--- config.mk ---
export PLATFORM = sky130hd
export DESIGN_NAME = dma_controller
export DESIGN_NICKNAME = d
export VERILOG_FILES = /design/src/rtl/dma_pkg.sv /design/src/rtl/dma_req_if.sv /design/src/rtl/dma_io_regs.sv /design/src/rtl/oam_dma_engine.sv /design/src/rtl/gdma_engine.sv /design/src/rtl/dma_port_arbiter.sv /design/src/rtl/dma_controller.sv
export VERILOG_INCLUDE_DIRS = /design/src /design/src/rtl
export SDC_FILE = /design/constraint.sdc
export NUM_CORES = 1
export LEC_CHECK = 0
export BUFFER_PORTS_ARGS = -buffer_cell sky130_fd_sc_hd__buf_4
export CAP_MARGIN = 0
export CORE_MARGIN = 5
export CORE_UTILIZATION = 56
export CTS_CLUSTER_SIZE = 24
export DETAILED_ROUTE_END_ITERATION = 12
export PLACE_DENSITY = 0.89
export REMOVE_ABC_BUFFERS = 1
export SLEW_MARGIN = 20
export SYNTH_ARGS = -nofsm -noshare
export SYNTH_HDL_FRONTEND = slang
export SYNTH_SLANG_ARGS = --single-unit
--- constraint.sdc ---
create_clock -name I_CLK -period 3.35 [get_ports I_CLK]
set_clock_uncertainty 0.15 [all_clocks]
set_input_delay 0.67 -clock I_CLK [delete_from_list [all_inputs] [get_ports I_CLK]]
set_output_delay 0.67 -clock I_CLK [all_outputs]
set_load 0.02 [all_outputs]
--- src/rtl/dma_params.svh ---
`ifndef DMA_PARAMS_SVH
`define DMA_PARAMS_SVH

// io register map
`define DMA_REG_ADDR  16'hFF46   // oam dma source page
`define HDMA1_ADDR    16'hFF51   // gdma source high
`define HDMA2_ADDR    16'hFF52   // gdma source low
`define HDMA3_ADDR    16'hFF53   // gdma destination high
`define HDMA4_ADDR    16'hFF54   // gdma destination low
`define HDMA5_ADDR    16'hFF55   // gdma length, start and status

// sprite attribute table
`define OAM_PAGE      8'hFE      // oam sits at FE00
`define OAM_LEN       8'd160     // bytes per oam copy

// vram destination forced into 8000-9FFF
`define VRAM_PREFIX   3'b100

// gdma length unit, bytes per block
`define BLOCK_BYTES   16

`endif

--- src/rtl/dma_pkg.sv ---
`default_nettype none

package dma_pkg;

   // memory map address, register or memory
   typedef logic [15:0] addr_t;

   // one byte on the register bus or memory ports
   typedef logic [7:0] byte_t;

   // gdma byte count, up to 128 blocks of 16
   typedef logic [11:0] xfer_len_t;

   typedef enum logic {
      OAM_IDLE,   // waiting for a write to DMA
      OAM_COPY    // one byte per cycle
   } oam_state_e;

   typedef enum logic {
      GDMA_IDLE,  // waiting for a write to HDMA5
      GDMA_COPY   // moving bytes when granted
   } gdma_state_e;

endpackage

`default_nettype wire

--- src/rtl/dma_req_if.sv ---
`timescale 1ns/1ps
`default_nettype none

// one engine's request for the shared memory ports
interface dma_req_if
   import dma_pkg::*;
();

   logic  req;        // engine wants a byte moved this cycle
   logic  grant;      // arbiter owns the ports for this engine
   addr_t src_addr;   // read side address
   addr_t dst_addr;   // write side address

   modport engine (
      output req, src_addr, dst_addr,
      input  grant
   );

   modport arbiter (
      input  req, src_addr, dst_addr,
      output grant
   );

endinterface

`default_nettype wire

--- src/rtl/dma_io_regs.sv ---
`timescale 1ns/1ps
`default_nettype none

`include "dma_params.svh"

module dma_io_regs
   import dma_pkg::*;
(
   input  wire logic  I_CLK,
   input  wire logic  I_SYNC_RESET,

   input  wire addr_t ioreg_addr,
   input  wire byte_t ioreg_wdata,
   input  wire logic  ioreg_we_l,
   input  wire logic  ioreg_re_l,
   output byte_t      ioreg_rdata,

   input  wire logic  gdma_busy,

   output byte_t      oam_page,
   output byte_t      hdma_src_hi,
   output byte_t      hdma_src_lo,
   output byte_t      hdma_dst_hi,
   output byte_t      hdma_dst_lo,
   output byte_t      hdma_ctrl,
   output logic       oam_start,
   output logic       gdma_start
);

   logic reg_wr;

   assign reg_wr = ~ioreg_we_l;   // active low write strobe

   always_ff @(posedge I_CLK) begin
      if (I_SYNC_RESET) begin
         oam_page    <= '0;
         hdma_src_hi <= '0;
         hdma_src_lo <= '0;
         hdma_dst_hi <= '0;
         hdma_dst_lo <= '0;
         hdma_ctrl   <= '0;
         oam_start   <= 1'b0;
         gdma_start  <= 1'b0;
      end else begin
         oam_start  <= reg_wr && (ioreg_addr == `DMA_REG_ADDR);
         // bit 7 set would select hblank mode, which starts nothing
         gdma_start <= reg_wr && (ioreg_addr == `HDMA5_ADDR) && !ioreg_wdata[7];
         if (reg_wr) begin
            case (ioreg_addr)
               `DMA_REG_ADDR: oam_page    <= ioreg_wdata;
               `HDMA1_ADDR:   hdma_src_hi <= ioreg_wdata;
               `HDMA2_ADDR:   hdma_src_lo <= ioreg_wdata;
               `HDMA3_ADDR:   hdma_dst_hi <= ioreg_wdata;
               `HDMA4_ADDR:   hdma_dst_lo <= ioreg_wdata;
               `HDMA5_ADDR:   hdma_ctrl   <= ioreg_wdata;
               default: ;                      // not ours
            endcase
         end
      end
   end

   always_comb begin
      ioreg_rdata = '0;
      if (!ioreg_re_l) begin
         case (ioreg_addr)
            `DMA_REG_ADDR: ioreg_rdata = oam_page;
            `HDMA1_ADDR:   ioreg_rdata = hdma_src_hi;
            `HDMA2_ADDR:   ioreg_rdata = hdma_src_lo;
            `HDMA3_ADDR:   ioreg_rdata = hdma_dst_hi;
            `HDMA4_ADDR:   ioreg_rdata = hdma_dst_lo;
            `HDMA5_ADDR:   ioreg_rdata = {gdma_busy, 7'd0};   // status only
            default:       ioreg_rdata = '0;
         endcase
      end
   end

   // a start reaches its engine as a single cycle strobe
   a_oam_start_pulse : assert property (
      @(posedge I_CLK) disable iff (I_SYNC_RESET) oam_start |=> !oam_start)
      else $error("oam_start held for more than one cycle");

   a_gdma_start_pulse : assert property (
      @(posedge I_CLK) disable iff (I_SYNC_RESET) gdma_start |=> !gdma_start)
      else $error("gdma_start held for more than one cycle");

endmodule

`default_nettype wire

--- src/rtl/oam_dma_engine.sv ---
`timescale 1ns/1ps
`default_nettype none

`include "dma_params.svh"

module oam_dma_engine
   import dma_pkg::*;
(
   input  wire logic  I_CLK,
   input  wire logic  I_SYNC_RESET,

   input  wire logic  oam_start,
   input  wire byte_t oam_page,

   dma_req_if.engine  req
);

   oam_state_e state;
   logic [7:0] idx;       // byte offset within both pages
   byte_t      page_q;    // source page held for the whole copy

   always_ff @(posedge I_CLK) begin
      if (I_SYNC_RESET) begin
         state <= OAM_IDLE;
         idx   <= '0;
      end else begin
         case (state)
            OAM_IDLE: begin
               if (oam_start) begin
                  state <= OAM_COPY;
                  idx   <= '0;
               end
            end
            OAM_COPY: begin
               if (req.grant) begin
                  if (idx == `OAM_LEN - 8'd1) begin
                     state <= OAM_IDLE;   // last byte moved
                     idx   <= '0;
                  end else begin
                     idx <= idx + 8'd1;
                  end
               end
            end
            default: state <= OAM_IDLE;
         endcase
      end
   end

   always_ff @(posedge I_CLK) begin
      if (state == OAM_IDLE && oam_start) begin
         page_q <= oam_page;
      end
   end

   assign req.req      = (state == OAM_COPY);
   assign req.src_addr = {page_q, idx};
   assign req.dst_addr = {`OAM_PAGE, idx};

   // oam copy must be exactly 160 back to back cycles
   a_oam_always_granted : assert property (
      @(posedge I_CLK) disable iff (I_SYNC_RESET)
      req.req |-> (req.grant && idx < `OAM_LEN))
      else $error("oam request not granted or index out of range");

endmodule

`default_nettype wire

--- src/rtl/gdma_engine.sv ---
`timescale 1ns/1ps
`default_nettype none

`include "dma_params.svh"

module gdma_engine
   import dma_pkg::*;
(
   input  wire logic  I_CLK,
   input  wire logic  I_SYNC_RESET,

   input  wire logic  gdma_start,
   input  wire byte_t hdma_src_hi,
   input  wire byte_t hdma_src_lo,
   input  wire byte_t hdma_dst_hi,
   input  wire byte_t hdma_dst_lo,
   input  wire byte_t hdma_ctrl,

   dma_req_if.engine  req,
   output logic       gdma_busy
);

   gdma_state_e state;
   xfer_len_t   idx;
   addr_t       src_base;
   addr_t       dst_base;
   xfer_len_t   xfer_len;
   addr_t       src_base_q;
   addr_t       dst_base_q;
   xfer_len_t   len_q;

   // block aligned source, anywhere in the map
   assign src_base = {hdma_src_hi, hdma_src_lo[7:4], 4'h0};
   // block aligned destination inside vram
   assign dst_base = {`VRAM_PREFIX, hdma_dst_hi[4:0], hdma_dst_lo[7:4], 4'h0};
   assign xfer_len = (xfer_len_t'(hdma_ctrl[6:0]) + 12'd1) * xfer_len_t'(`BLOCK_BYTES);

   always_ff @(posedge I_CLK) begin
      if (I_SYNC_RESET) begin
         state <= GDMA_IDLE;
         idx   <= '0;
      end else begin
         case (state)
            GDMA_IDLE: begin
               if (gdma_start) begin
                  state <= GDMA_COPY;
                  idx   <= '0;
               end
            end
            GDMA_COPY: begin
               if (req.grant) begin             // hold while oam owns the ports
                  if (idx == len_q - 12'd1) begin
                     state <= GDMA_IDLE;
                     idx   <= '0;
                  end else begin
                     idx <= idx + 12'd1;
                  end
               end
            end
            default: state <= GDMA_IDLE;
         endcase
      end
   end

   // snapshot so register writes mid copy do not move it
   always_ff @(posedge I_CLK) begin
      if (state == GDMA_IDLE && gdma_start) begin
         src_base_q <= src_base;
         dst_base_q <= dst_base;
         len_q      <= xfer_len;
      end
   end

   assign gdma_busy    = (state == GDMA_COPY);
   assign req.req      = gdma_busy;
   assign req.src_addr = src_base_q + addr_t'(idx);
   assign req.dst_addr = dst_base_q + addr_t'(idx);

   a_gdma_idx_in_range : assert property (
      @(posedge I_CLK) disable iff (I_SYNC_RESET) gdma_busy |-> (idx < len_q))
      else $error("gdma index reached the transfer length");

endmodule

`default_nettype wire

--- src/rtl/dma_port_arbiter.sv ---
`timescale 1ns/1ps
`default_nettype none

module dma_port_arbiter
   import dma_pkg::*;
(
   dma_req_if.arbiter oam,
   dma_req_if.arbiter gdma,

   output addr_t      rdma_addr,
   output addr_t      wdma_addr,
   input  wire byte_t rdma_data,
   output byte_t      wdma_data,
   output logic       rdma_re_l,
   output logic       wdma_we_l
);

   assign oam.grant  = oam.req;                // oam never waits
   assign gdma.grant = gdma.req && !oam.req;   // gdma stalls behind oam

   always_comb begin
      if (oam.grant) begin
         rdma_addr = oam.src_addr;
         wdma_addr = oam.dst_addr;
      end else if (gdma.grant) begin
         rdma_addr = gdma.src_addr;
         wdma_addr = gdma.dst_addr;
      end else begin
         rdma_addr = '0;
         wdma_addr = '0;
      end
   end

   // zero latency memory, read byte goes straight to the write port
   assign wdma_data = rdma_data;
   assign rdma_re_l = ~(oam.grant | gdma.grant);
   assign wdma_we_l = ~(oam.grant | gdma.grant);

   always_comb begin
      a_grant_onehot : assert (!(oam.grant && gdma.grant))
         else $error("both engines granted the memory ports");
   end

endmodule

`default_nettype wire

--- src/rtl/dma_controller.sv ---
`timescale 1ns/1ps
`default_nettype none

module dma_controller
   import dma_pkg::*;
(
   input  wire logic  I_CLK,
   input  wire logic  I_SYNC_RESET,

   input  wire addr_t ioreg_addr,
   input  wire byte_t ioreg_wdata,
   output byte_t      ioreg_rdata,
   input  wire logic  ioreg_we_l,
   input  wire logic  ioreg_re_l,

   output addr_t      rdma_addr,
   input  wire byte_t rdma_data,
   output logic       rdma_re_l,

   output addr_t      wdma_addr,
   output byte_t      wdma_data,
   output logic       wdma_we_l
);

   byte_t oam_page;
   byte_t hdma_src_hi;
   byte_t hdma_src_lo;
   byte_t hdma_dst_hi;
   byte_t hdma_dst_lo;
   byte_t hdma_ctrl;
   logic  oam_start;
   logic  gdma_start;
   logic  gdma_busy;

   dma_req_if oam_req ();
   dma_req_if gdma_req ();

   dma_io_regs regs_i (
      .I_CLK        (I_CLK),
      .I_SYNC_RESET (I_SYNC_RESET),
      .ioreg_addr   (ioreg_addr),
      .ioreg_wdata  (ioreg_wdata),
      .ioreg_we_l   (ioreg_we_l),
      .ioreg_re_l   (ioreg_re_l),
      .ioreg_rdata  (ioreg_rdata),
      .gdma_busy    (gdma_busy),
      .oam_page     (oam_page),
      .hdma_src_hi  (hdma_src_hi),
      .hdma_src_lo  (hdma_src_lo),
      .hdma_dst_hi  (hdma_dst_hi),
      .hdma_dst_lo  (hdma_dst_lo),
      .hdma_ctrl    (hdma_ctrl),
      .oam_start    (oam_start),
      .gdma_start   (gdma_start)
   );

   oam_dma_engine oam_i (
      .I_CLK        (I_CLK),
      .I_SYNC_RESET (I_SYNC_RESET),
      .oam_start    (oam_start),
      .oam_page     (oam_page),
      .req          (oam_req.engine)
   );

   gdma_engine gdma_i (
      .I_CLK        (I_CLK),
      .I_SYNC_RESET (I_SYNC_RESET),
      .gdma_start   (gdma_start),
      .hdma_src_hi  (hdma_src_hi),
      .hdma_src_lo  (hdma_src_lo),
      .hdma_dst_hi  (hdma_dst_hi),
      .hdma_dst_lo  (hdma_dst_lo),
      .hdma_ctrl    (hdma_ctrl),
      .req          (gdma_req.engine),
      .gdma_busy    (gdma_busy)
   );

   dma_port_arbiter arb_i (
      .oam          (oam_req.arbiter),
      .gdma         (gdma_req.arbiter),
      .rdma_addr    (rdma_addr),
      .wdma_addr    (wdma_addr),
      .rdma_data    (rdma_data),
      .wdma_data    (wdma_data),
      .rdma_re_l    (rdma_re_l),
      .wdma_we_l    (wdma_we_l)
   );

endmodule

`default_nettype wire

# ---- Word level (Yosys, flattened, before mapping)
# Cells that the tools add are included.
# Widths: inputs -> output; s select.
dict set report op_classes {
  n_addsub 6
  n_mul 0
  div 0
  order_cmp 0
  eq_ne 11
  shifts 0
  mux 20
  bitwise 5
  reduce_logical 15
}
# operator n
set op_table {}
lappend op_table {{$eq 16x16->1 const B} 6}
lappend op_table {{$mux 16} 4}
lappend op_table {{$pmux 8 s6} 1}
lappend op_table {{$mux 12} 3}
lappend op_table {{$add 16x12->16} 2}
lappend op_table {{$mux 8} 3}
lappend op_table {{$pmux 12 s2} 1}
lappend op_table {{$pmux 8 s2} 1}
lappend op_table {{$reduce_and 2->1} 7}
lappend op_table {{$add 12x1->12 const B} 1}
lappend op_table {{$eq 12x12->1} 1}
lappend op_table {{$sub 12x1->12 const B} 1}
lappend op_table {{$add 7x1->8 const B} 1}
lappend op_table {{$add 8x1->8 const B} 1}
lappend op_table {{$eq 8x8->1 const B} 1}
lappend op_table {{$logic_and 1x1->1} 6}
lappend op_table {{$mux 1} 5}
lappend op_table {{$ne 2x2->1 const B} 2}
lappend op_table {{$not 1->1} 4}
lappend op_table {{$pmux 1 s2} 2}
lappend op_table {{$logic_not 1->1} 2}
lappend op_table {{$ne 2x1->1 const B} 1}
lappend op_table {{$or 1x1->1} 1}
dict set report word_totals {
  register_bits 108
  latchBits 0
  ram_bits 0
  mem_bits_ro 0
  in_bits 36
  output_inout_bits 50
  wordCells 73
  n_memories 0
}

# ---- Logic depth before layout (Yosys ltp)
# Gate-level depths: netlist of run 1.
dict set report depth {
  word_depth 5
  ltp_mapped 9
  mapped_depth_nobuf 8
}

# ---- Hierarchy
# Synthesis of run 1 repeated with hierarchy kept, for this count alone.
dict set report unflattened {
  cells_unflattened 634
  area_unflattened_um2 6384.9
}
# module n_inst cells_per_inst area_per_inst_um2 seq_area_each_um2
set modules_own_cells {}
lappend modules_own_cells {gdma_engine 1 269 2701.3 1131.1}
lappend modules_own_cells {dma_io_regs 1 231 2397.3 1001.0}
lappend modules_own_cells {oam_dma_engine 1 82 842.1 420.4}
lappend modules_own_cells {dma_port_arbiter 1 52 444.2 0.0}

# ---- Worst setup path before layout of run 1
# No wires, ideal clock.
dict set report synth_timing {
  kind {input port to output port}
  from {in ioreg_addr[3]}
  to {out ioreg_rdata[7]}
  t_arrival_ns 2.702
  required_ns 2.530
  slack_ns -0.172
  cell_stages 6
  n_path_buf 1
  path_cell_list {or4b_4 > or4_4 > buf_6 > nor2_1 > a22oi_1 > a21oi_1}
}
dict set report synth_via {
  elab_chain_len 3
  elab_cells_between_ends 8
  cone_classes {6 x eq/ne; 2 x mux}
}
# item line_no
set synth_lines {}
lappend synth_lines {{start: declaration} dma_controller.sv:10} ;# input wire addr_t ioreg_addr,
lappend synth_lines {{$eq 16x16->1} dma_io_regs.sv:65} ;# case (ioreg_addr)
lappend synth_lines {{$pmux 8 s6 *} dma_io_regs.sv:65}
lappend synth_lines {{$mux 8 *} dma_io_regs.sv:64} ;# if (!ioreg_re_l) begin
lappend synth_lines {{end: declaration} dma_controller.sv:12} ;# output byte_t ioreg_rdata,
# Mark *: on every way between the ends. The rest lies on a longest branch, timed or not.

# ---- Final worst setup path of run 1
dict set report layout_timing {
  from {reg gdma_i.src_base_q[4]}
  to {out rdma_addr[10]}
}
dict set report layout_via {
  elab_chain_len 3
}
# item line_no
set layout_lines {}
lappend layout_lines {{start: declaration} gdma_engine.sv:28} ;# addr_t src_base_q;
lappend layout_lines {{start signal: assignment} gdma_engine.sv:68} ;# src_base_q <= src_base;
lappend layout_lines {{$add 16x12->16} gdma_engine.sv:76} ;# assign req.src_addr = src_base_q + addr_t'(idx);
lappend layout_lines {{$mux 16} dma_port_arbiter.sv:25} ;# end else if (gdma.grant) begin
lappend layout_lines {{$mux 16} dma_port_arbiter.sv:22} ;# if (oam.grant) begin
lappend layout_lines {{end: declaration} dma_controller.sv:16} ;# output addr_t rdma_addr,
# Every way passes these cells.

==> metrics.cfg, run 1 <==
[outcome]
status=finished, violations left
violations=negative setup slack

[die]
boundaryPins=86
rows=36
die_x_um=111
design.core.area_um2=9820
start_util=0.579
die_area_um2=12300
die_y_um=111

[final_layout]
n_antenna_cell=0
final_cell_area_um2=6820
final_common_cell=buf_4
final_cell_mix=buf_4, nor2_1, dfxtp_1, mux2i_1, nand2_1
reg_top3=gdma_i.idx (12), gdma_i.src_base_q (12), gdma_i.dst_base_q (9)
drive_above_1_share=0.236
final_cells=802
fin_nets=722
area_growth_pct=19.9

[synthesis]
async_flop_share=0
yosys-top-cells-area=dfxtp_1, edfxtp_1, mux2i_1, nor2_1, ha_1
avgSynthCellArea_um2=9.65
ys_warn_count=0
syn_inst=589
yosys_register_bits=108
synth_edf_count=37
synth.distinct_cells=62
ys.flop_type=dfxtp_1
synth_area_leader_cell=dfxtp_1
syn_area_um2=5680
yosysTopAreaCellShare=0.250
synth_seq_area_share=0.446

[global_routing]
grt_usage=0.239
antenna_found_initial=0
grt_pass1_vias=4840
grt_max_degree=67
gr-total-overflow=0
grt_pass1_wl_um=24300

[setup_path]
worstPathArrival_ns=2.70
start_kind=flip-flop
ff2ff_setup_slack_ns=0.73
end_kind=output port
cp_max_fo=3
critPathKind=flip-flop to output port
required_ns=2.53

[clock_network]
clk_latency_ns=0.38
holdBufCountCts=0
clockBufferDepth=2
clockRootBuffer=clkbuf_8
cts_tree=yes
cts-htree-levels=3
path_clk_slew_ns=0.10
clkSinkCount=108
numCtsBuffers=9

[power]
combPwrFrac=0.030
p_clk_frac=0.363
power_density_nw_per_um2=325
ir_drop_uv=250
p_sw_mw=0.509
switching_share=0.230
leakagePower_nw=2.58
cellInternalPower_mw=1.71
pwr-share-seq=0.607

[placed_design]
dp.cells=779
place_hpwl_um=11000
placed_area_um2=6350
io_buffers=69
dp_slack_ns=-0.156
gp_congestion=0.960

[timing]
setup_violations=12
max_freq_mhz=284
fin_crit_ns=3.52
worst_slew_pin_slew_ns=0.708
finalHoldViolations=0
slew_headroom=0.523
layout_setup_ws_ns=-0.166
rsz0062_at_grt=true
maxSlewViolCount=0
min_period_over_period=1.05

[route]
drc=0
drt.antenna.violating_nets=0
wl_um=15700
vias=4987
drt-pass1-iter-count=7
wire_per_inst_um=19.6
drtIter0Drc=456
vias_per_cell=6.22

[flow_run]
cap_violations=0

[worst_hold_path]
hp-class=flip-flop to flip-flop

==> final cells by class <==
class,instances,area [um2]
multi-input combinational,428,3050
timing repair buffer,101,796
tap,133,166
clock inverter,5,51.3
clock buffer,11,153
fill,691,3000
sequential,108,2540
inverter,16,60.1
==> final timing paths <==
kind,from,endpoint,cells after the start
hold / removal,regs_i.oam_page[7],oam_i.page_q[7],0
setup reg to reg,gdma_i.gdma_busy,gdma_i.idx[4],5
hold reg to reg,regs_i.oam_page[7],oam_i.page_q[7],0
setup / recovery,gdma_i.src_base_q[4],rdma_addr[10],8
==> per-layer routing <==
layer | up-vias | GRT usage | routed length (um)
met5 | - | 0 | 0
met3 | 68 | 0.0595 | 1550
met2 | 298 | 0.396 | 7490
met4 | 0 | 0.0878 | 658
li1 | 2283 | - | -
met1 | 2338 | 0.302 | 6010
==> per-stage QoR <==
step	util	hold slack, ns	setup TNS (ns)	total power [mW]
floorplan	-	0.278	-0.973	1.39
global placement	0.646	0.324	-0.787	1.44
detailed placement	0.646	0.321	-0.992	1.44
CTS	0.680	0.345	-0.794	2.21
global route	0.694	0.365	-2.18	2.28
finish	0.694	0.352	-1.41	2.21
==> repair_timing <==
item | in CTS | in global routing
pin swaps | 24 | 24
resized for setup | 33 | 24
hold endpoints to repair | 0 | 0
endpoints found under the setup margin | 17 | 18
setup buffers | 2 | 5
==> cells by family after synthesis <==
kind of cell	after synthesis	synth area share
and+or+nand+nor	203	0.181
AOI/OAI and AO/OA	122	0.138
DFF	108	0.446
buffers and inverters	53	0.0478
muxes	51	0.0898
xor gates and xnor gates	30	0.0462
adders and majority gates	22	0.0511
==> worst max-delay path, cell delays in order (launching register included) <==
cell and delay [ns]:
edfxtp_1 0.45, ha_4 0.21, fa_2 0.38, a21o_1 0.24
a211oi_2 0.37, o21bai_2 0.13, xnor2_1 0.16, o21ai_1 0.20
buf_4 0.18
==> Yosys cell counts, drive strengths merged, types with 3 or more instances <==
library cell / instances
a21oi: 27
and3: 9
a222oi: 7
nor2: 76
o21ai: 35
and2: 3
a211oi: 3
a31oi: 10
nor2b: 8
xor2: 13
ha: 20
mux2i: 51
nor4b: 3
nor3b: 4
nand2: 39
nand4: 4
nor4: 4
nand3b: 3
xnor2: 17
dfxtp: 71
buf: 21
a21o: 7
inv: 14
o21bai: 4
a22oi: 9
clkbuf: 16
nand2b: 5
nor3: 12
edfxtp: 37
a22o: 4
nand3: 20
==> power by group through the flow <==
stage / Combinational (mW) / Clock (mW) / Sequential, mW
finish: 0.0670 / 0.803 / 1.34
global route: 0.0717 / 0.863 / 1.34
CTS: 0.0659 / 0.803 / 1.34
detailed placement: 0.0644 / 0 / 1.37
global placement: 0.0611 / 0 / 1.37
floorplan: 0.0116 / 0 / 1.37
No activity file was read; power rests on OpenSTA's default activity.
==> inputs of run 2 (changes only) <==
--- a/config.mk
+++ b/config.mk
@@ -14,6 +14,7 @@
 export DETAILED_ROUTE_END_ITERATION = 12
 export PLACE_DENSITY = 0.89
 export REMOVE_ABC_BUFFERS = 1
+export SETUP_SLACK_MARGIN = 0.1
 export SLEW_MARGIN = 20
 export SYNTH_ARGS = -nofsm -noshare
 export SYNTH_HDL_FRONTEND = slang
==> metrics.cfg, run 2 (synthesis results as in run 1) <==
[outcome]
status=finished, violations left
violations=negative setup slack

[route]
drt-pass1-iter-count=6  ; -1
drc=0  ; unchanged
vias=5060  ; +1.5%
drtIter0Drc=438  ; -3.9%
wire_per_inst_um=19.7  ; +0.51%
drt.antenna.violating_nets=0  ; unchanged
vias_per_cell=6.27  ; +0.84%
wl_um=15900  ; +1.1%

[timing]
rsz0062_at_grt=true
timing.hold.ws_ns=0.345  ; -0.00749 ns
setup_violations=9  ; -3
fin_crit_ns=3.54  ; +0.0227 ns
max_freq_mhz=283  ; -0.64%
worst_slew_pin_slew_ns=0.714  ; +0.00561 ns
maxSlewViolCount=0  ; unchanged
slew_headroom=0.519  ; -0.00378
min_period_over_period=1.06  ; +0.00679
layout_setup_ws_ns=-0.188  ; -0.0227 ns
tns_ns=-1.20  ; +0.214 ns
finalHoldViolations=0  ; unchanged

[clock_network]
clockBufferDepth=2  ; unchanged
cts-htree-levels=3  ; unchanged
clockRootBuffer=clkbuf_8
clkSinkCount=108  ; unchanged
path_clk_slew_ns=0.10  ; about the same
clk_latency_ns=0.37  ; about the same
numCtsBuffers=9  ; unchanged
cts_tree=yes

[final_layout]
final_cell_mix=buf_4, nor2_1, dfxtp_1, mux2i_1, nand2_1
fin_nets=727  ; +0.69%
drive_above_1_share=0.251  ; +0.0146
area_growth_pct=21.3
nFillCells=677  ; -2.0%
reg_top3=gdma_i.idx (12), gdma_i.src_base_q (12), gdma_i.dst_base_q (9)
n_antenna_cell=0  ; unchanged
final_common_cell=buf_4

[placed_design]
place_hpwl_um=11000  ; unchanged
dp_slack_ns=-0.156  ; unchanged
io_buffers=69  ; unchanged
gp_congestion=0.960  ; unchanged

[power]
ir_drop_uv=249  ; -0.29%
power_density_nw_per_um2=321  ; -1.2%
leakagePower_nw=2.62  ; +1.6%
total_power_mw=2.21  ; -0.11%

[die]
rows=36  ; unchanged
die_x_um=111  ; unchanged
boundaryPins=86  ; unchanged
design.core.area_um2=9820  ; unchanged
start_util=0.579  ; unchanged
die_area_um2=12300  ; unchanged
die_y_um=111  ; unchanged

[global_routing]
antenna_found_initial=0  ; unchanged
grt_usage=0.242  ; +0.00336
grt_pass1_vias=4885  ; +0.93%
grt_max_degree=67  ; unchanged
gr-total-overflow=0  ; unchanged
grt_pass1_wl_um=24600  ; +1.6%

[flow_run]
cap_violations=0  ; unchanged

[setup_path]
required_ns=2.53  ; about the same
critPathKind=input pin to output port
start_kind=input pin
worstPathArrival_ns=2.72  ; +0.02 ns
cp_max_fo=8  ; +5
end_kind=output port

[worst_hold_path]
hp-class=flip-flop to flip-flop

run 2: stage by stage:
step / cell area, um2 / instances / utilization
2_1_floorplan: 5470 / 552 / -
3_3_place_gp: 6350 / 779 / 0.646
3_5_place_dp: 6350 / 779 / 0.646
4_1_cts: 6730 / 800 / 0.685
5_1_grt: 6890 / 807 / 0.702
6_report: 6890 / 807 / 0.702
run 2: critical path: stages:
cell,delay (ns)
buf_6,0.09
or4b_4,0.53
or4_4,0.58
buf_4,0.18
nor2_4,0.08
buf_6,0.15
a22oi_2,0.09
a21oi_2,0.18
buf_4,0.17
run 2: power by group:
part / switching [mW] / internal, mW / total, mW
sequential: 0.00000695 / 1.34 / 1.34
combinational: 0.0393 / 0.0281 / 0.0675
clock: 0.467 / 0.334 / 0.801
total: 0.506 / 1.71 / 2.21
run 2: worst paths after layout:
path	from	end	slack, ns	cells after the start
worst max-delay path	ioreg_addr[7]	ioreg_rdata[5]	-0.19	9
worst min-delay path	regs_i.oam_page[4]	oam_i.page_q[4]	0.34	0
worst max register to register	gdma_i.len_q[4]	gdma_i.idx[4]	0.98	7
worst min register to register	regs_i.oam_page[4]	oam_i.page_q[4]	0.34	0
run 2: what timing repair did:
action | in CTS | in global routing
hold buffers | 0 | 0
pin swaps | 31 | 15
setup endpoints to repair | 19 | 20
endpoints found under the hold margin | 0 | 0
gates resized for setup | 40 | 24
setup buffers | 5 | 7
run 2: per-layer routing:
metal / GRT usage / up-vias / wire length (um)
met5: 0 / - / 0
met4: 0.0805 / 0 / 489
met3: 0.0660 / 55 / 1560
met2: 0.406 / 305 / 7810
met1: 0.303 / 2411 / 6030
li1: - / 2289 / -
run 2: area by class of cell:
cell class / instances / area [um2] / area share
Multi-Input combinational cell: 428 / 3090 / 0.448
Sequential cell: 108 / 2540 / 0.368
Timing Repair Buffer: 106 / 833 / 0.121
Tap cell: 133 / 166 / 0.0241
Clock buffer: 11 / 153 / 0.0221
Inverter: 16 / 60.1 / 0.00871
Clock inverter: 5 / 51.3 / 0.00744
